--- config.mk ---
export PLATFORM = sky130hd
export DESIGN_NAME = hazard_unit
export DESIGN_NICKNAME = d
export VERILOG_FILES = /design/src/rtl/rv_isa_pkg.sv /design/src/rtl/rv_pipe_pkg.sv /design/src/rtl/hazard_unit.sv
export SDC_FILE = /design/constraint.sdc
export NUM_CORES = 1
export LEC_CHECK = 0
export BUFFER_PORTS_ARGS = -buffer_cell sky130_fd_sc_hd__buf_2
export CORE_AREA = 2 2 98 100
export DETAILED_ROUTE_END_ITERATION = 12
export DIE_AREA = 0 0 100 102
export PLACE_DENSITY = 0.42
export REMOVE_ABC_BUFFERS = 1
export SLEW_MARGIN = 25
export SYNTH_ARGS = -nofsm -noshare
export SYNTH_HDL_FRONTEND = slang
export SYNTH_SLANG_ARGS = --single-unit
export TNS_END_PERCENT = 20
--- constraint.sdc ---
create_clock -name vclk -period 2.3
set_clock_uncertainty 0.15 [all_clocks]
set_input_delay 0.46 -clock vclk [all_inputs]
set_output_delay 0.46 -clock vclk [all_outputs]
set_load 0.02 [all_outputs]
--- src/rtl/rv_isa_pkg.sv ---
package rv_isa_pkg;

    localparam int unsigned XLEN = 32;

    typedef logic [XLEN-1:0] word_t;
    typedef logic [4:0]      reg_addr_t;

    // major opcodes of the supported subset
    typedef enum logic [6:0] {
        OPC_OP     = 7'b0110011,
        OPC_OP_IMM = 7'b0010011,
        OPC_LUI    = 7'b0110111,
        OPC_LOAD   = 7'b0000011,
        OPC_STORE  = 7'b0100011,
        OPC_BRANCH = 7'b1100011,
        OPC_JAL    = 7'b1101111
    } op_e;

    typedef enum logic [2:0] {
        ALU_ADD    = 3'd0, // zero so a bubble decodes as add
        ALU_SUB    = 3'd1,
        ALU_AND    = 3'd2,
        ALU_OR     = 3'd3,
        ALU_XOR    = 3'd4,
        ALU_SLT    = 3'd5,
        ALU_PASS_B = 3'd6  // lui
    } alu_op_e;

    // funct3 codes
    localparam logic [2:0] F3_ADD_SUB = 3'b000;
    localparam logic [2:0] F3_SLT     = 3'b010;
    localparam logic [2:0] F3_XOR     = 3'b100;
    localparam logic [2:0] F3_OR      = 3'b110;
    localparam logic [2:0] F3_AND     = 3'b111;
    localparam logic [2:0] F3_BNE     = 3'b001;

    function automatic reg_addr_t get_rs1(word_t instr);
        return instr[19:15];
    endfunction

    function automatic reg_addr_t get_rs2(word_t instr);
        return instr[24:20];
    endfunction

    function automatic reg_addr_t get_rd(word_t instr);
        return instr[11:7];
    endfunction

endpackage
--- src/rtl/rv_pipe_pkg.sv ---
package rv_pipe_pkg;

    // control word decoded once, consumed downstream
    typedef struct packed {
        logic                reg_write;
        logic                mem_write;
        logic                mem_to_reg;  // also marks a load
        logic                alu_src_imm;
        logic                branch;
        logic                branch_ne;
        logic                jump;
        rv_isa_pkg::alu_op_e alu_op;
    } ctrl_t;

    typedef struct packed {
        logic              valid;
        rv_isa_pkg::word_t pc;
        rv_isa_pkg::word_t instr;
    } if_id_t;

    typedef struct packed {
        logic                  valid;
        rv_isa_pkg::word_t     pc;
        rv_isa_pkg::reg_addr_t rs1;
        rv_isa_pkg::reg_addr_t rs2;
        rv_isa_pkg::reg_addr_t rd;
        rv_isa_pkg::word_t     rs1_data;
        rv_isa_pkg::word_t     rs2_data;
        rv_isa_pkg::word_t     imm;
        ctrl_t                 ctrl;
    } id_ex_t;

    typedef struct packed {
        logic                  valid;
        rv_isa_pkg::word_t     pc;
        rv_isa_pkg::reg_addr_t rd;
        rv_isa_pkg::word_t     alu_result;  // pc + 4 for jal
        rv_isa_pkg::word_t     store_data;
        ctrl_t                 ctrl;
    } ex_mem_t;

    typedef struct packed {
        logic                  valid;
        rv_isa_pkg::word_t     pc;
        rv_isa_pkg::reg_addr_t rd;
        rv_isa_pkg::word_t     alu_result;
        rv_isa_pkg::word_t     load_data;
        ctrl_t                 ctrl;
    } mem_wb_t;

    typedef struct packed {
        logic              taken;
        rv_isa_pkg::word_t target;
    } redirect_t;

    typedef struct packed {
        logic                  valid;
        rv_isa_pkg::word_t     pc;
        rv_isa_pkg::reg_addr_t rd;
        rv_isa_pkg::word_t     data;
    } retire_t;

endpackage

--- src/rtl/hazard_unit.sv ---
module hazard_unit (
    input  rv_pipe_pkg::if_id_t    if_id_i,
    input  rv_pipe_pkg::id_ex_t    id_ex_i,
    input  rv_pipe_pkg::redirect_t redirect_i,
    output logic                   stall_f_o,
    output logic                   flush_d_o,
    output logic                   stall_d_o,
    output logic                   flush_e_o
);

    rv_isa_pkg::reg_addr_t rs1_d;
    rv_isa_pkg::reg_addr_t rs2_d;
    logic                  load_use;

    assign rs1_d = rv_isa_pkg::get_rs1(if_id_i.instr);
    assign rs2_d = rv_isa_pkg::get_rs2(if_id_i.instr);

    // load in execute feeding the instruction in decode
    assign load_use = if_id_i.valid && id_ex_i.valid && id_ex_i.ctrl.mem_to_reg &&
                      (id_ex_i.rd != '0) && (id_ex_i.rd == rs1_d || id_ex_i.rd == rs2_d);

    assign stall_f_o = load_use;
    assign stall_d_o = load_use;
    assign flush_d_o = redirect_i.taken; // kill the two younger slots
    assign flush_e_o = redirect_i.taken || load_use;

endmodule

==> reports/qor.txt <==
largest family of logic cells by synthesized area -> XOR/XNOR gates
Slowest cell on crit path -> or4_1
ANT cells -> 0
status -> finished, final reports clean
Nets -> 296
Arr. time, crit path -> 1.61 ns
combinational share of power -> 100.0%
grt total ovfl -> 0
pin count of the biggest net entering global routing -> 4
Layout area overhead -> 148.1%
share of cells above drive strength 1 -> 57.14%
top cell type's share of synthesized area -> 54.26%
part of the power in registers -> 0%
io pins -> 256
top cell type by total area after synthesis -> xor2_1
WL final -> 924 um
top post-synthesis cells by area -> xor2_1 54%, buf_4 9.3%, o2111ai_2 9.3%, nor2_1 7.0%, nor3_1 6.2%
syn_area_per_cell -> 7.686 um2
fin crit share -> 96.60%
DRT Pass-1 Iters -> 3
gr usage total -> 1.746%
Yosys warnings -> 0
setup TNS -> 0 ns
global-route wire length before repair -> 1276 um
Worst Hold Slack -> 1.003 ns
P_leak -> 0.1476 nW
row cnt -> 35
Yosys cell types -> 8
Pwr per Cell Area -> 120.3 nW/um2
Die Area -> 10,200 um2
Psw -> 0.02459 mW
Power Internal -> 0.02357 mW
Clk network pwr share -> 0%
critical-path cell list -> buf_2 > or4_1 > o2111ai_2 > nor2_1 > buf_2
Sw Ratio -> 51.05%
simple-gate share of the synthesized area -> 17.83%
Register Area -> 0 um2
fillcell total -> 1,095
1st-iter DRT viols -> 6
Peak Freq -> 450.1 MHz
sequential cell count -> 0
Layout Cells excl Fill -> 153
worst min-delay path class -> input port to primary output
WL/cell -> 6.039 um
DRC Markers -> 0
min Tclk post-route -> 2.222 ns
slowest stage delay, CP -> 0.58 ns
Post-CTS Hold Fix Bufs -> 0
Vias -> 216
Slew Viols, Final -> 0
Die H -> 102 um
worst rel slew slack -> 85.36%
port bufs -> 23
Initial Util -> 1.772%
clk_buf instances -> 0
Setup Fix Bufs, Post-CTS -> 0
mux cell area share after synthesis -> 0%
Final setup viols -> 0
CP endpoint kind -> primary output
WS Path Type -> input port to primary output
Synth Area in Compound Gates -> 18.60%
Mapped Cells -> 21
Worst path most repeated cell -> buf_2
worst-margin pin slew -> 0.2188 ns
Total Power -> 0.04816 mW
RSZ-0062 raised after global routing -> false
CORE AREA -> 9109 um2
IR drop worst, VDD -> 0.03326 mV
cell area after synthesis -> 161.4 um2
initial antenna violation count -> 0
sequential share of the synthesized area -> 0%
GP Congestion -> 0.6189
die width -> 100 um
MaxCap Viol Count -> 0
post-route ant nets -> 0
required time of the critical path -> 1.69 ns
CTS-repair resized insts -> 0
Placed Cells incl. Taps -> 153
drt via density -> 1.412
vias in the first global route -> 218
Adder-Cell Fraction of Synth Area -> 0%
startpoint types -> input port
Final Hold Viols -> 0
Synth Area in XOR/XNOR -> 54.26%
CP Max Fanout -> 3
==> final timing paths <==
check  slack, ns  depth (start not counted)   endpoint           start
min         1.00                          2  flush_d_o  redirect_i[32]
max         0.08                          5  stall_d_o    id_ex_i[107]
==> synthesized netlist by cell type <==
library cell	n
a22oi_1	1
buf_4	2
nor2_1	3
nor3_1	2
o2111ai_2	1
o21bai_1	1
or4_1	1
xor2_1	10
==> metal layers <==
| metal | wire length [um] | up-vias | global-route usage, % |
|---|---|---|---|
| li1 | - | 113 | - |
| met2 | 305 | 19 | 2.339 |
| met1 | 492 | 84 | 2.741 |
| met5 | 0 | - | 0 |
| met3 | 126 | 0 | 0.6840 |
| met4 | 0 | 0 | 0 |
==> placed cells by master (no fill, tap or decap), drive strengths merged <==
master   count
a22oi        1
o21bai       1
nor2         3
buf         23
xor2        10
o2111ai      1
or4          1
nor3         2
==> power groups by stage <==
stage | registers, mW | clock network [mW] | logic (mW)
final | 0 | 0 | 0.0482
after global routing | 0 | 0 | 0.0543
after CTS | 0 | 0 | 0.0490
after detailed placement | 0 | 0 | 0.0487
after global placement | 0 | 0 | 0.0482
after floorplan | 0 | 0 | 0.0187
==> area by class of cell <==
cell class	count	area, um2	area share, %
well taps	111	138.9	34.69
repair buffers	23	115.1	28.75
multi-input cells	19	146.4	36.56
==> worst max-delay path, delay by kind of cell <==
kind	cells	cell delay, ns
buffers and inverters	2	0.28
AO/OA/AOI/OAI	1	0.21
AND/OR/NAND/NOR	2	0.65
==> cells by family (layout without fill, tap and decap cells) <==
family          after synthesis  in the layout
simple gates                  6              6
compound gates                3              3
xor+xnor                     10             10
buf+inv                       2             23
==> metrics by stage <==
stage	util (%)	cell area, um2	worst slack, ns
2_1_floorplan	-	146.4	0.2570
3_3_place_gp	4.396	400.4	0.08350
3_5_place_dp	4.396	400.4	0.06486
4_1_cts	4.396	400.4	0.06400
5_1_grt	4.396	400.4	0.01763
6_report	4.396	400.4	0.07809
Power figures use the tool's default switching activity.
