===== config.mk =====
export PLATFORM = sky130hd
export DESIGN_NAME = execute_stage
export DESIGN_NICKNAME = d
export VERILOG_FILES = /design/src/rtl/rv_isa_pkg.sv /design/src/rtl/rv_pipe_pkg.sv /design/src/rtl/execute_stage.sv
export SDC_FILE = /design/constraint.sdc
export NUM_CORES = 1
export LEC_CHECK = 0
export ABC_CLOCK_PERIOD_IN_PS = 5700
export BUFFER_PORTS_ARGS = -buffer_cell sky130_fd_sc_hd__buf_2
export CAP_MARGIN = 40
export CORE_AREA = 2 2 206 208
export DETAILED_ROUTE_END_ITERATION = 10
export DIE_AREA = 0 0 208 210
export PLACE_DENSITY = 0.5
export SETUP_SLACK_MARGIN = 0.5
export SYNTH_ARGS = -nofsm -noshare
export SYNTH_HDL_FRONTEND = slang
export SYNTH_SLANG_ARGS = --single-unit

===== constraint.sdc =====
create_clock -name vclk -period 5.7
set_clock_uncertainty 0.15 [all_clocks]
set_input_delay 0 -clock vclk [all_inputs]
set_output_delay 0 -clock vclk [all_outputs]
set_load 0.03 [all_outputs]

===== src/rtl/rv_isa_pkg.sv =====
package rv_isa_pkg;

    localparam int unsigned XLEN = 32;

    typedef logic [XLEN-1:0] word_t;
    typedef logic [4:0]      reg_addr_t;

    // major opcodes of the supported subset
    typedef enum logic [6:0] {
        OPC_OP     = 7'b0110011,
        OPC_OP_IMM = 7'b0010011,
        OPC_LUI    = 7'b0110111,
        OPC_LOAD   = 7'b0000011,
        OPC_STORE  = 7'b0100011,
        OPC_BRANCH = 7'b1100011,
        OPC_JAL    = 7'b1101111
    } op_e;

    typedef enum logic [2:0] {
        ALU_ADD    = 3'd0, // zero so a bubble decodes as add
        ALU_SUB    = 3'd1,
        ALU_AND    = 3'd2,
        ALU_OR     = 3'd3,
        ALU_XOR    = 3'd4,
        ALU_SLT    = 3'd5,
        ALU_PASS_B = 3'd6  // lui
    } alu_op_e;

    // funct3 codes
    localparam logic [2:0] F3_ADD_SUB = 3'b000;
    localparam logic [2:0] F3_SLT     = 3'b010;
    localparam logic [2:0] F3_XOR     = 3'b100;
    localparam logic [2:0] F3_OR      = 3'b110;
    localparam logic [2:0] F3_AND     = 3'b111;
    localparam logic [2:0] F3_BNE     = 3'b001;

    function automatic reg_addr_t get_rs1(word_t instr);
        return instr[19:15];
    endfunction

    function automatic reg_addr_t get_rs2(word_t instr);
        return instr[24:20];
    endfunction

    function automatic reg_addr_t get_rd(word_t instr);
        return instr[11:7];
    endfunction

endpackage

===== src/rtl/rv_pipe_pkg.sv =====
package rv_pipe_pkg;

    // control word decoded once, consumed downstream
    typedef struct packed {
        logic                reg_write;
        logic                mem_write;
        logic                mem_to_reg;  // also marks a load
        logic                alu_src_imm;
        logic                branch;
        logic                branch_ne;
        logic                jump;
        rv_isa_pkg::alu_op_e alu_op;
    } ctrl_t;

    typedef struct packed {
        logic              valid;
        rv_isa_pkg::word_t pc;
        rv_isa_pkg::word_t instr;
    } if_id_t;

    typedef struct packed {
        logic                  valid;
        rv_isa_pkg::word_t     pc;
        rv_isa_pkg::reg_addr_t rs1;
        rv_isa_pkg::reg_addr_t rs2;
        rv_isa_pkg::reg_addr_t rd;
        rv_isa_pkg::word_t     rs1_data;
        rv_isa_pkg::word_t     rs2_data;
        rv_isa_pkg::word_t     imm;
        ctrl_t                 ctrl;
    } id_ex_t;

    typedef struct packed {
        logic                  valid;
        rv_isa_pkg::word_t     pc;
        rv_isa_pkg::reg_addr_t rd;
        rv_isa_pkg::word_t     alu_result;  // pc + 4 for jal
        rv_isa_pkg::word_t     store_data;
        ctrl_t                 ctrl;
    } ex_mem_t;

    typedef struct packed {
        logic                  valid;
        rv_isa_pkg::word_t     pc;
        rv_isa_pkg::reg_addr_t rd;
        rv_isa_pkg::word_t     alu_result;
        rv_isa_pkg::word_t     load_data;
        ctrl_t                 ctrl;
    } mem_wb_t;

    typedef struct packed {
        logic              taken;
        rv_isa_pkg::word_t target;
    } redirect_t;

    typedef struct packed {
        logic                  valid;
        rv_isa_pkg::word_t     pc;
        rv_isa_pkg::reg_addr_t rd;
        rv_isa_pkg::word_t     data;
    } retire_t;

endpackage


===== src/rtl/execute_stage.sv =====
module execute_stage (
    input  rv_pipe_pkg::id_ex_t    id_i,
    input  rv_pipe_pkg::ex_mem_t   mem_fwd_i,
    input  rv_pipe_pkg::mem_wb_t   wb_fwd_i,
    output rv_pipe_pkg::ex_mem_t   ex_o,
    output rv_pipe_pkg::redirect_t redirect_o
);

    rv_isa_pkg::word_t op_a;
    rv_isa_pkg::word_t fwd_b;
    rv_isa_pkg::word_t op_b;
    rv_isa_pkg::word_t alu_out;
    logic              eq;

    // memory stage wins over writeback, x0 never forwarded
    function automatic rv_isa_pkg::word_t fwd_operand(
        rv_isa_pkg::reg_addr_t rs,
        rv_isa_pkg::word_t     rf_val,
        rv_pipe_pkg::ex_mem_t  m,
        rv_pipe_pkg::mem_wb_t  w
    );
        rv_isa_pkg::word_t val;
        val = rf_val;
        if (m.valid && m.ctrl.reg_write && m.rd != '0 && m.rd == rs) begin
            val = m.alu_result;
        end else if (w.valid && w.ctrl.reg_write && w.rd != '0 && w.rd == rs) begin
            val = w.ctrl.mem_to_reg ? w.load_data : w.alu_result;
        end
        return val;
    endfunction

    assign op_a  = fwd_operand(id_i.rs1, id_i.rs1_data, mem_fwd_i, wb_fwd_i);
    assign fwd_b = fwd_operand(id_i.rs2, id_i.rs2_data, mem_fwd_i, wb_fwd_i);
    assign op_b  = id_i.ctrl.alu_src_imm ? id_i.imm : fwd_b;

    always_comb begin
        case (id_i.ctrl.alu_op)
            rv_isa_pkg::ALU_ADD:    alu_out = op_a + op_b;
            rv_isa_pkg::ALU_SUB:    alu_out = op_a - op_b;
            rv_isa_pkg::ALU_AND:    alu_out = op_a & op_b;
            rv_isa_pkg::ALU_OR:     alu_out = op_a | op_b;
            rv_isa_pkg::ALU_XOR:    alu_out = op_a ^ op_b;
            rv_isa_pkg::ALU_SLT:    alu_out = {31'b0, $signed(op_a) < $signed(op_b)};
            rv_isa_pkg::ALU_PASS_B: alu_out = op_b;
            default:                alu_out = '0;
        endcase
    end

    // branch compare on forwarded registers, not the immediate
    assign eq = (op_a == fwd_b);

    always_comb begin
        redirect_o.taken  = id_i.valid && (id_i.ctrl.jump ||
                            (id_i.ctrl.branch && (id_i.ctrl.branch_ne ? !eq : eq)));
        redirect_o.target = id_i.pc + id_i.imm;
    end

    always_comb begin
        ex_o.valid      = id_i.valid;
        ex_o.pc         = id_i.pc;
        ex_o.rd         = id_i.rd;
        ex_o.alu_result = id_i.ctrl.jump ? id_i.pc + 32'd4 : alu_out; // link value
        ex_o.store_data = fwd_b;
        ex_o.ctrl       = id_i.ctrl;
    end

endmodule


==> impl_metrics.py <==
metrics = {
    "logic_synthesis": {
        "yosysWarnings": 0,
        "seq_area_frac_synth_pct": 0,
        "syn-num-nets": 2095,
        "ys_types": 76,
        "synth_cells": 1571,
        "syn_area_per_cell_um2": 6.79,
        "syn-cell-area_um2": 10700,
    },
    "global_routing": {
        "grt_pass1_vias": 12900,
        "use_met2_pct": 41.1,
        "grt_max_degree": 53,
        "met1_usage_pct": 34.3,
        "grt_pass1_wl_mm": 83.5,
        "grt_usage_pct": 25.1,
        "grt_overflow": 0,
        "use_met3_pct": 4.28,
        "grt.busiest_layer": "met2",
        "grt_antenna_before_repair": 6,
    },
    "placed_design": {
        "place_hpwl_mm": 49.3,
        "port_buffers": 394,
        "gp_congestion": 0.931,
        "place_inst": 2520,
    },
    "sta": {
        "setup_viol": 0,
        "drv_slew": 0,
        "final_hold_viol_count": 0,
        "finalSetupTns_ns": 0,
        "rsz0062_at_grt": "yes",
        "fin_crit_sh_pct": 89.1,
        "min_period_ns": 5.08,
        "relSlewSlack_pct": 35.1,
        "worst_slew_pin_slew_ns": 0.970,
        "maxClockFrequency_mhz": 197,
    },
    "final_layout": {
        "drive_gt1_share_pct": 34.1,
        "fin_cells": 2538,
        "nets": 2522,
        "fillers": 4524,
        "flops_and_latches": 0,
        "seq_area_um2": 0,
        "multiInputGateArea_um2": 9980,
        "areaGrowthSynthToFinish_pct": 34.4,
        "nClkBuffers": 0,
    },
    "setup_path": {
        "cpLargestDelayFamily": "compound AO/OA/AOI/OAI gates",
        "cp_slowest_stage_delay_ns": 0.56,
        "critical_path.max_fanout": 8,
        "end_kind": "primary output",
        "worst-path-buf-inv": 6,
        "critPathSlowestCell": "or4_1",
        "crit_required_ns": 5.55,
        "crit_type": "input pin to primary output",
        "cpMostUsedCell": "buf_4",
        "arrival_ns": 4.93,
        "start_kind": "input pin",
        "crit_chain": "buf_2 > or4_1 > o211ai_1 > buf_4 > nor2_4 > buf_4 > mux2i_1 > o21ai_0 > ha_1 > buf_4 > o21bai_1 > a21o_1 > a311oi_4 > buf_4 > o41a_1 > o221ai_1 > nand4_1 > nand3_1 > a21oi_1 > o2bb2a_1 > buf_2",
    },
    "floorplan": {
        "io_pins": 523,
        "start_util_pct": 25.7,
        "rows": 75,
        "fp.dieW_um": 208,
        "core-area_um2": 41500,
        "die_y_um": 210,
        "die-area_um2": 43700,
    },
    "power": {
        "leakage_nw": 6.62,
        "vdd_drop_max_uv": 72.5,
        "p_per_area_nw_per_um2": 132,
    },
    "detailed_routing": {
        "vias": 13300,
        "drtPass1Iterations": 6,
        "totalWireLength_mm": 58.3,
        "drt.antenna.violating_nets": 0,
        "drt_iter0_markers": 1180,
        "route.detailed.drc": 0,
        "avgViaCountPerCell": 5.25,
        "route.detailed.wl_per_inst_um": 23.0,
    },
    "outcome": {
        "status": "completed",
    },
    "hold_path": {
        "min_path_type": "input pin to primary output",
    },
    "flow_run": {
        "maxCapViolations": 0,
    },
}
## routing by layer
layer  up-vias  wire length, um
li1       6458                -
met1      6307            26700
met3        65             3910
met2       478            26300
met5         -               27
met4         4             1400
## path summary, 6_finish.rpt
path / from / to / slack [ns] / depth (start not counted)
max: wb_fwd_i[75] / ex_o[62] / 0.62 / 21
min: id_i[122] / ex_o[80] / 0.13 / 2
## Yosys cell counts (7+ instances only)
master	instances	area share (%)
a22oi_1	7	0.49
a21oi_1	116	5.4
xnor2_1	75	6.2
o21bai_1	18	1.3
a211oi_1	23	1.6
nor3_1	26	1.2
o22ai_1	27	1.6
buf_4	48	3.4
or3_1	10	0.59
buf_1	8	0.28
mux2i_1	89	8.4
o21a_1	11	0.77
clkbuf_1	75	2.6
a221oi_1	12	0.99
a31oi_1	12	0.70
o31ai_1	8	0.56
a21o_1	31	2.2
o211ai_1	16	1.1
nand2_1	149	5.2
nor2b_1	12	0.70
and3_1	13	0.76
inv_1	109	3.8
nand3_1	32	1.5
xor2_1	61	5.0
ha_1	144	17
mux2_2	52	5.5
nor4_1	20	1.2
nor2_1	116	4.1
nand2b_1	12	0.70
nand4_1	23	1.3
o21ai_0	131	6.1
## cell type report
cell class | instances | share of cell area (%)
tap | 539 | 4.71
timing repair buffer | 558 | 22.7
multi-input combinational | 1329 | 69.6
antenna | 3 | 0.0524
inverter | 109 | 2.85
## power breakdown
part | total, mW | leakage (nW) | internal [mW] | switching (mW)
Combinational | 1.89 | 6.62 | 0.723 | 1.17
Clock | 0.0000000708 | 0.0000190 | 0.0000000707 | 0
Sequential | 0 | 0 | 0 | 0
Total | 1.89 | 6.62 | 0.723 | 1.17
## cells by family after synthesis
group	after synthesis	share of synthesized area, %
mux	141	13.8
fa+ha+maj	146	17.3
buf+inv	242	10.2
xor+xnor	136	11.2
compound gates	475	28.9
simple gates	431	18.6
## cells in the final DEF, fill, tap and decap left out, drive strengths merged, types with 23 or more instances in the layout
cell type / instances
nand3: 32
mux2i: 89
ha: 144
mux2: 52
o22ai: 27
inv: 109
nor3: 26
buf: 548
xnor2: 75
xor2: 61
nand2: 149
a21oi: 116
a21o: 31
a211oi: 24
nor2: 116
o21ai: 132
nand4: 23
## stage by stage
stage	cell area, um2	worst slack [ns]	power, mW	hold slack, ns	utilization, %
floorplan	10700	0.255	1.12	-0.0183	-
global placement	13800	0.294	1.77	-0.150	33.3
detailed placement	13800	0.281	1.78	-0.150	33.3
CTS	13900	0.380	1.80	0.136	33.5
global route	14300	0.457	2.03	0.137	34.6
finish	14300	0.620	1.89	0.133	34.6
## timing repair
item / in CTS / in global routing
gates resized for setup: 5 / 82
hold buffers: 8 / 0
endpoints found under the hold margin: 8 / 0
setup endpoints to repair: 9 / 15
pin swaps: 0 / 17
gates cloned: 0 / 0
setup buffers: 0 / 7
(Power assumes the default switching activity.)
