===== src/rtl/rv_isa_pkg.sv =====
package rv_isa_pkg;

    localparam int unsigned XLEN = 32;

    typedef logic [XLEN-1:0] word_t;
    typedef logic [4:0]      reg_addr_t;

    // major opcodes of the supported subset
    typedef enum logic [6:0] {
        OPC_OP     = 7'b0110011,
        OPC_OP_IMM = 7'b0010011,
        OPC_LUI    = 7'b0110111,
        OPC_LOAD   = 7'b0000011,
        OPC_STORE  = 7'b0100011,
        OPC_BRANCH = 7'b1100011,
        OPC_JAL    = 7'b1101111
    } op_e;

    typedef enum logic [2:0] {
        ALU_ADD    = 3'd0, // zero so a bubble decodes as add
        ALU_SUB    = 3'd1,
        ALU_AND    = 3'd2,
        ALU_OR     = 3'd3,
        ALU_XOR    = 3'd4,
        ALU_SLT    = 3'd5,
        ALU_PASS_B = 3'd6  // lui
    } alu_op_e;

    // funct3 codes
    localparam logic [2:0] F3_ADD_SUB = 3'b000;
    localparam logic [2:0] F3_SLT     = 3'b010;
    localparam logic [2:0] F3_XOR     = 3'b100;
    localparam logic [2:0] F3_OR      = 3'b110;
    localparam logic [2:0] F3_AND     = 3'b111;
    localparam logic [2:0] F3_BNE     = 3'b001;

    function automatic reg_addr_t get_rs1(word_t instr);
        return instr[19:15];
    endfunction

    function automatic reg_addr_t get_rs2(word_t instr);
        return instr[24:20];
    endfunction

    function automatic reg_addr_t get_rd(word_t instr);
        return instr[11:7];
    endfunction

endpackage

===== src/rtl/rv_pipe_pkg.sv =====
package rv_pipe_pkg;

    // control word decoded once, consumed downstream
    typedef struct packed {
        logic                reg_write;
        logic                mem_write;
        logic                mem_to_reg;  // also marks a load
        logic                alu_src_imm;
        logic                branch;
        logic                branch_ne;
        logic                jump;
        rv_isa_pkg::alu_op_e alu_op;
    } ctrl_t;

    typedef struct packed {
        logic              valid;
        rv_isa_pkg::word_t pc;
        rv_isa_pkg::word_t instr;
    } if_id_t;

    typedef struct packed {
        logic                  valid;
        rv_isa_pkg::word_t     pc;
        rv_isa_pkg::reg_addr_t rs1;
        rv_isa_pkg::reg_addr_t rs2;
        rv_isa_pkg::reg_addr_t rd;
        rv_isa_pkg::word_t     rs1_data;
        rv_isa_pkg::word_t     rs2_data;
        rv_isa_pkg::word_t     imm;
        ctrl_t                 ctrl;
    } id_ex_t;

    typedef struct packed {
        logic                  valid;
        rv_isa_pkg::word_t     pc;
        rv_isa_pkg::reg_addr_t rd;
        rv_isa_pkg::word_t     alu_result;  // pc + 4 for jal
        rv_isa_pkg::word_t     store_data;
        ctrl_t                 ctrl;
    } ex_mem_t;

    typedef struct packed {
        logic                  valid;
        rv_isa_pkg::word_t     pc;
        rv_isa_pkg::reg_addr_t rd;
        rv_isa_pkg::word_t     alu_result;
        rv_isa_pkg::word_t     load_data;
        ctrl_t                 ctrl;
    } mem_wb_t;

    typedef struct packed {
        logic              taken;
        rv_isa_pkg::word_t target;
    } redirect_t;

    typedef struct packed {
        logic                  valid;
        rv_isa_pkg::word_t     pc;
        rv_isa_pkg::reg_addr_t rd;
        rv_isa_pkg::word_t     data;
    } retire_t;

endpackage


===== src/rtl/decode_stage.sv =====
module decode_stage (
    input  logic                 clk_i,
    input  logic                 arst_n_i,
    input  rv_pipe_pkg::if_id_t  if_i,
    input  rv_pipe_pkg::mem_wb_t wb_i,
    output rv_pipe_pkg::id_ex_t  id_o,
    output rv_pipe_pkg::retire_t retire_o
);

    rv_isa_pkg::word_t     instr;
    rv_isa_pkg::op_e       opcode;
    logic [2:0]            funct3;
    rv_isa_pkg::reg_addr_t rs1;
    rv_isa_pkg::reg_addr_t rs2;
    rv_pipe_pkg::ctrl_t    ctrl;
    rv_isa_pkg::word_t     imm;

    rv_isa_pkg::word_t     regs [32];  // entry 0 never written
    logic                  wr_en;
    rv_isa_pkg::word_t     wr_data;

    assign instr  = if_i.instr;
    assign opcode = rv_isa_pkg::op_e'(instr[6:0]);
    assign funct3 = instr[14:12];
    assign rs1    = rv_isa_pkg::get_rs1(instr);
    assign rs2    = rv_isa_pkg::get_rs2(instr);

    // control and immediate decode
    always_comb begin
        ctrl = '0;
        imm  = '0;
        case (opcode)
            rv_isa_pkg::OPC_OP: begin
                ctrl.reg_write = 1'b1;
                case (funct3)
                    rv_isa_pkg::F3_ADD_SUB: begin
                        ctrl.alu_op = instr[30] ? rv_isa_pkg::ALU_SUB : rv_isa_pkg::ALU_ADD;
                    end
                    rv_isa_pkg::F3_SLT: ctrl.alu_op = rv_isa_pkg::ALU_SLT;
                    rv_isa_pkg::F3_XOR: ctrl.alu_op = rv_isa_pkg::ALU_XOR;
                    rv_isa_pkg::F3_OR:  ctrl.alu_op = rv_isa_pkg::ALU_OR;
                    rv_isa_pkg::F3_AND: ctrl.alu_op = rv_isa_pkg::ALU_AND;
                    default: ctrl.reg_write = 1'b0; // shifts etc not supported
                endcase
            end
            rv_isa_pkg::OPC_OP_IMM: begin // addi only
                ctrl.reg_write   = 1'b1;
                ctrl.alu_src_imm = 1'b1;
                imm = {{20{instr[31]}}, instr[31:20]};
            end
            rv_isa_pkg::OPC_LUI: begin
                ctrl.reg_write   = 1'b1;
                ctrl.alu_src_imm = 1'b1;
                ctrl.alu_op      = rv_isa_pkg::ALU_PASS_B;
                imm = {instr[31:12], 12'b0};
            end
            rv_isa_pkg::OPC_LOAD: begin
                ctrl.reg_write   = 1'b1;
                ctrl.mem_to_reg  = 1'b1;
                ctrl.alu_src_imm = 1'b1;
                imm = {{20{instr[31]}}, instr[31:20]};
            end
            rv_isa_pkg::OPC_STORE: begin
                ctrl.mem_write   = 1'b1;
                ctrl.alu_src_imm = 1'b1;
                imm = {{20{instr[31]}}, instr[31:25], instr[11:7]};
            end
            rv_isa_pkg::OPC_BRANCH: begin
                ctrl.branch    = 1'b1;
                ctrl.branch_ne = (funct3 == rv_isa_pkg::F3_BNE);
                imm = {{19{instr[31]}}, instr[31], instr[7], instr[30:25], instr[11:8], 1'b0};
            end
            rv_isa_pkg::OPC_JAL: begin
                ctrl.reg_write = 1'b1;
                ctrl.jump      = 1'b1;
                imm = {{11{instr[31]}}, instr[31], instr[19:12], instr[20], instr[30:21], 1'b0};
            end
            default: ;
        endcase
    end

    // writeback select, shared by regfile and retire port
    assign wr_data = wb_i.ctrl.mem_to_reg ? wb_i.load_data : wb_i.alu_result;
    assign wr_en   = wb_i.valid && wb_i.ctrl.reg_write && (wb_i.rd != '0);

    always_ff @(posedge clk_i or negedge arst_n_i) begin
        if (!arst_n_i) begin
            for (int i = 0; i < 32; i++) begin
                regs[i] <= '0;
            end
        end else if (wr_en) begin
            regs[wb_i.rd] <= wr_data;
        end
    end

    always_comb begin
        id_o.valid = if_i.valid;
        id_o.pc    = if_i.pc;
        id_o.rs1   = rs1;
        id_o.rs2   = rs2;
        id_o.rd    = rv_isa_pkg::get_rd(instr);
        // same-cycle write is bypassed to the read
        id_o.rs1_data = (wr_en && wb_i.rd == rs1) ? wr_data : regs[rs1];
        id_o.rs2_data = (wr_en && wb_i.rd == rs2) ? wr_data : regs[rs2];
        id_o.imm   = imm;
        id_o.ctrl  = ctrl;
    end

    always_comb begin
        retire_o.valid = wr_en;
        retire_o.pc    = wb_i.pc;
        retire_o.rd    = wb_i.rd;
        retire_o.data  = wr_data;
    end

endmodule


===== config.mk =====
export PLATFORM = sky130hd
export DESIGN_NAME = decode_stage
export DESIGN_NICKNAME = d
export VERILOG_FILES = /design/src/rtl/rv_isa_pkg.sv /design/src/rtl/rv_pipe_pkg.sv /design/src/rtl/decode_stage.sv
export SDC_FILE = /design/constraint.sdc
export NUM_CORES = 2
export LEC_CHECK = 0
export ABC_AREA = 1
export BUFFER_PORTS_ARGS = -buffer_cell sky130_fd_sc_hd__buf_2
export CORE_MARGIN = 2
export CORE_UTILIZATION = 55
export DETAILED_ROUTE_END_ITERATION = 10
export HOLD_SLACK_MARGIN = 0.12
export PLACE_DENSITY = 0.8
export SYNTH_ARGS = -nofsm -noshare
export SYNTH_HDL_FRONTEND = slang
export SYNTH_SLANG_ARGS = --single-unit
export TNS_END_PERCENT = 100

===== constraint.sdc =====
create_clock -name clk_i -period 3.52 [get_ports clk_i]
set_input_delay 0.352 -clock clk_i [delete_from_list [all_inputs] [get_ports clk_i]]
set_output_delay 0.352 -clock clk_i [all_outputs]
set_load 0.02 [all_outputs]

==> metrics.md <==
| Metric | Value |
|---|---|
| Status | `finished, final reports clean` |
| CP startpoint kind | `input pin` |
| Routed via count | `62.1k` |
| Final #Nets | `8492` |
| WL/cell | `22.0 µm` |
| Mapped Area | `59000 µm²` |
| Layout Skew | `0 ns` |
| Final worst slack | `0.450 ns` |
| Highest metal used | `met4` |
| Vias in the first global route | `58.6k` |
| Placed cell areas | `60400 µm²` |
| Final setup vio count | `0` |
| Yosys warns | `0` |
| Vias/cell | `approximately 6.3` |
| Most flop-heavy register | `regs` |
| First-pass GRT wire length | `about 330000 µm` |
| Clock Path Buffers | `3` |
| Critical Path Source | `if_i[15]` |
| Min-delay worst type | `in -> async` |
| FF-to-FF Start | `regs[471]` |
| Post-place setup slack | `0.559 ns` |
| Final WL | `216000 µm` |
| Clk_lat worst skew | `0.71 ns` |
| Met1 WL | `77400 µm` |
| Core Util, Final | `60.1%` |
| Highest clock rate | `between 0.3 and 0.4 GHz` |
| Die height | `331 µm` |
| Post-CTS Setup Inserts | `0` |
| Crit path cell chain | `buf_8, inv_8, nand2_1, nand4_1, nor3_4, buf_4, nand3_1, nand2_1, buf_2` |
| Synth Register Bits | `1024` |
| Reg2reg end | `regs[471]` |
| Post-DRT Antenna Nets | `0` |
| Sequential area share after synthesis | `43.5%` |
| Post-DP HPWL | `~120000 µm` |
| Tot GR Track Use | `38.5%` |
| Worst slew pin tran | `1.12 ns` |
| Clk slew on worst S/H paths | `0.06 ns` |
| Relative slew slack | `around 25%` |
| Layout cells sized above 1 | `8.43%` |
| R2R depth | `2` |
| Mean Syn Cell Area | `about 6.8 µm²` |
| CP most frequent cell | `nand2_1` |
| Top-level port count | `403` |
| P&R area growth vs syn | `8.82%` |
| Max reg flops | `1024` |
| Initial antenna violation count | `0` |
| Placed cell count | `a little under 10k` |
| H-tree depth | `3` |
| Largest net degree at the start of global routing | `149` |
| Critical path peak fanout | `53` |
| Biggest regs | `regs x1024` |
| Setup TNS | `0 ns` |
| Commonest non-fill, non-tap cell in the layout | `nand2_1` |
| Slowest cell delay on critical path | `about 0.55 ns` |
| Post-Syn Nets | `approximately 8.8k` |
| Worst Setup Path Type | `in -> out` |
| Core ar. | `~110000 µm²` |
| Chip width | `around 330 µm` |
| Pwr dens | `504 nW/µm²` |
| Design Area, Final | `64200 µm²` |
| Final cell count without fillers | `9805` |
| Distinct cells, synth | `35` |
| Leakage Power | `0.0302 µW` |
| Post-CTS sizing | `0` |
| Worst reg2reg setup slack | `2.73 ns` |
| Max Cap Viol | `0` |
| Gr ovfl total | `0` |
| CTS Sinks | `1024` |
| Starting DRT DRC Count | `approximately 10k` |
| Starting density of the core | `55.2%` |
| Metal2 WL | `slightly above 90000 µm` |
| # DRC | `0` |
| Worst endpoint required time | `about 3.2 ns` |
| Worst vdd ir | `454 µV` |
| Post-Syn Instances | `8637` |
| RSZ-0062 raised after global routing | `no` |
| Metal3 WL | `32100 µm` |
| RePlAce Congestion | `0.901` |
| CP max stage cell | `buf_4` |
| Arrival time at the worst endpoint | `2.72 ns` |
| CP Capture Type | `output port` |
| CTS buffer count | `109` |
| Clock tree from TritonCTS | `built` |
| Row cnt | `between 100 and 150` |
| Number of hold violations in the final report | `0` |
| Period minus WS final | `between 3 and 4 ns` |
| Clock Root Buffer | `clkbuf_16` |
| Die ar. | `110000 µm²` |
| TritonRoute pass-1 iters | `9` |
| Final Max Tran Viols | `0` |
| Most frequent cells in the layout | `nand2_1 (3748), nand3_1 (1802), dfrtp_1 (1024), o21ai_0 (691), o21ai_1 (275)` |
| I/O Buffers | `between 200 and 300` |
| Final period utilization | `just under 90%` |
-- worst max path at each step --
stage	to	cells past startpoint
5_1_grt	id_o[55]	12
3_5_place_dp	regs[493]	8
4_1_cts	id_o[93]	9
2_1_floorplan	id_o[31]	9
3_3_place_gp	id_o[94]	9
6_report	id_o[94]	9
-- synthesized netlist by cell type --
cell | n | area, µm²
nand2_8 | 1 | 20.0
nor2_2 | 2 | 12.5
nor3_1 | 1 | 5.00
o211ai_1 | 10 | 75.1
buf_2 | 63 | 315
o21ai_0 | 691 | 3460
a31oi_1 | 1 | 6.26
nor2_1 | 13 | 48.8
nor4_1 | 2 | 12.5
o22ai_1 | 1 | 6.26
nand3b_1 | 1 | 7.51
nor4_4 | 4 | 85.1
clkbuf_1 | 619 | 2320
nor3_2 | 3 | 30.0
nand2_4 | 8 | 90.1
nand2_2 | 8 | 50.1
inv_2 | 8 | 30.0
inv_1 | 96 | 360
o21ai_2 | 39 | 342
clkinv_1 | 1 | 3.75
xor2_1 | 2 | 17.5
nand3b_2 | 1 | 11.3
dfrtp_1 | 1024 | 25600
clkbuf_2 | 1 | 5.00
nor2_4 | 2 | 22.5
nand4_2 | 5 | 62.6
buf_1 | 53 | 199
nor4_2 | 1 | 12.5
nand3_1 | 1802 | 9020
nand2_1 | 3757 | 14100
buf_4 | 92 | 691
buf_6 | 43 | 484
o21ai_1 | 275 | 1380
nand3_4 | 1 | 17.5
nand4_1 | 6 | 37.5
-- final cells by class --
class	instances	area, µm²
fill	9309	42600
multi-input combinational	6637	29100
sequential	1024	25600
timing repair buffer	436	3530
clock buffer	162	3240
tap	1403	1760
clock inverter	37	508
inverter	105	438
antenna	1	2.50
-- report_power, final --
group | total [µW] | internal, µW | switching [µW]
Combinational | 5870 | 1950 | 3930
Sequential | 14300 | 13200 | 1130
Clock | 12100 | 7150 | 5000
-- kinds of logic after synthesis --
group                     share of synthesized area (%)
buffers and inverters                              7.48
xor gates and xnor gates                         0.0297
DFF                                                43.5
and+or+nand+nor                                    40.1
AOI/OAI and AO/OA                                  8.93
-- timing repair --
item,4_1_cts,5_1_grt
hold buffers,1,0
setup endpoints to repair,0,0
hold endpoints to repair,49,0
-- worst max-delay path, delay by kind of cell --
kind          cells  cell delay (ns)
buf+inv           4             1.28
simple gates      5             1.05
-- routing by layer --
| layer | track usage, % | vias up |
|---|---|---|
| met2 | 57.4 | 4941 |
| met1 | 48.9 | 28600 |
| met4 | 24.8 | 0 |
| li1 | - | 27500 |
| met5 | 0 | - |
| met3 | 11.3 | 1065 |
-- through the flow --
step | total power [µW] | hold WS, ns
after floorplan | 18300 | 0.0564
after global placement | 19900 | 0.368
after detailed placement | 20200 | 0.368
after CTS | 32100 | 0.319
after global routing | 33600 | 0.363
final | 32400 | 0.321
(Power assumes the default switching activity.)
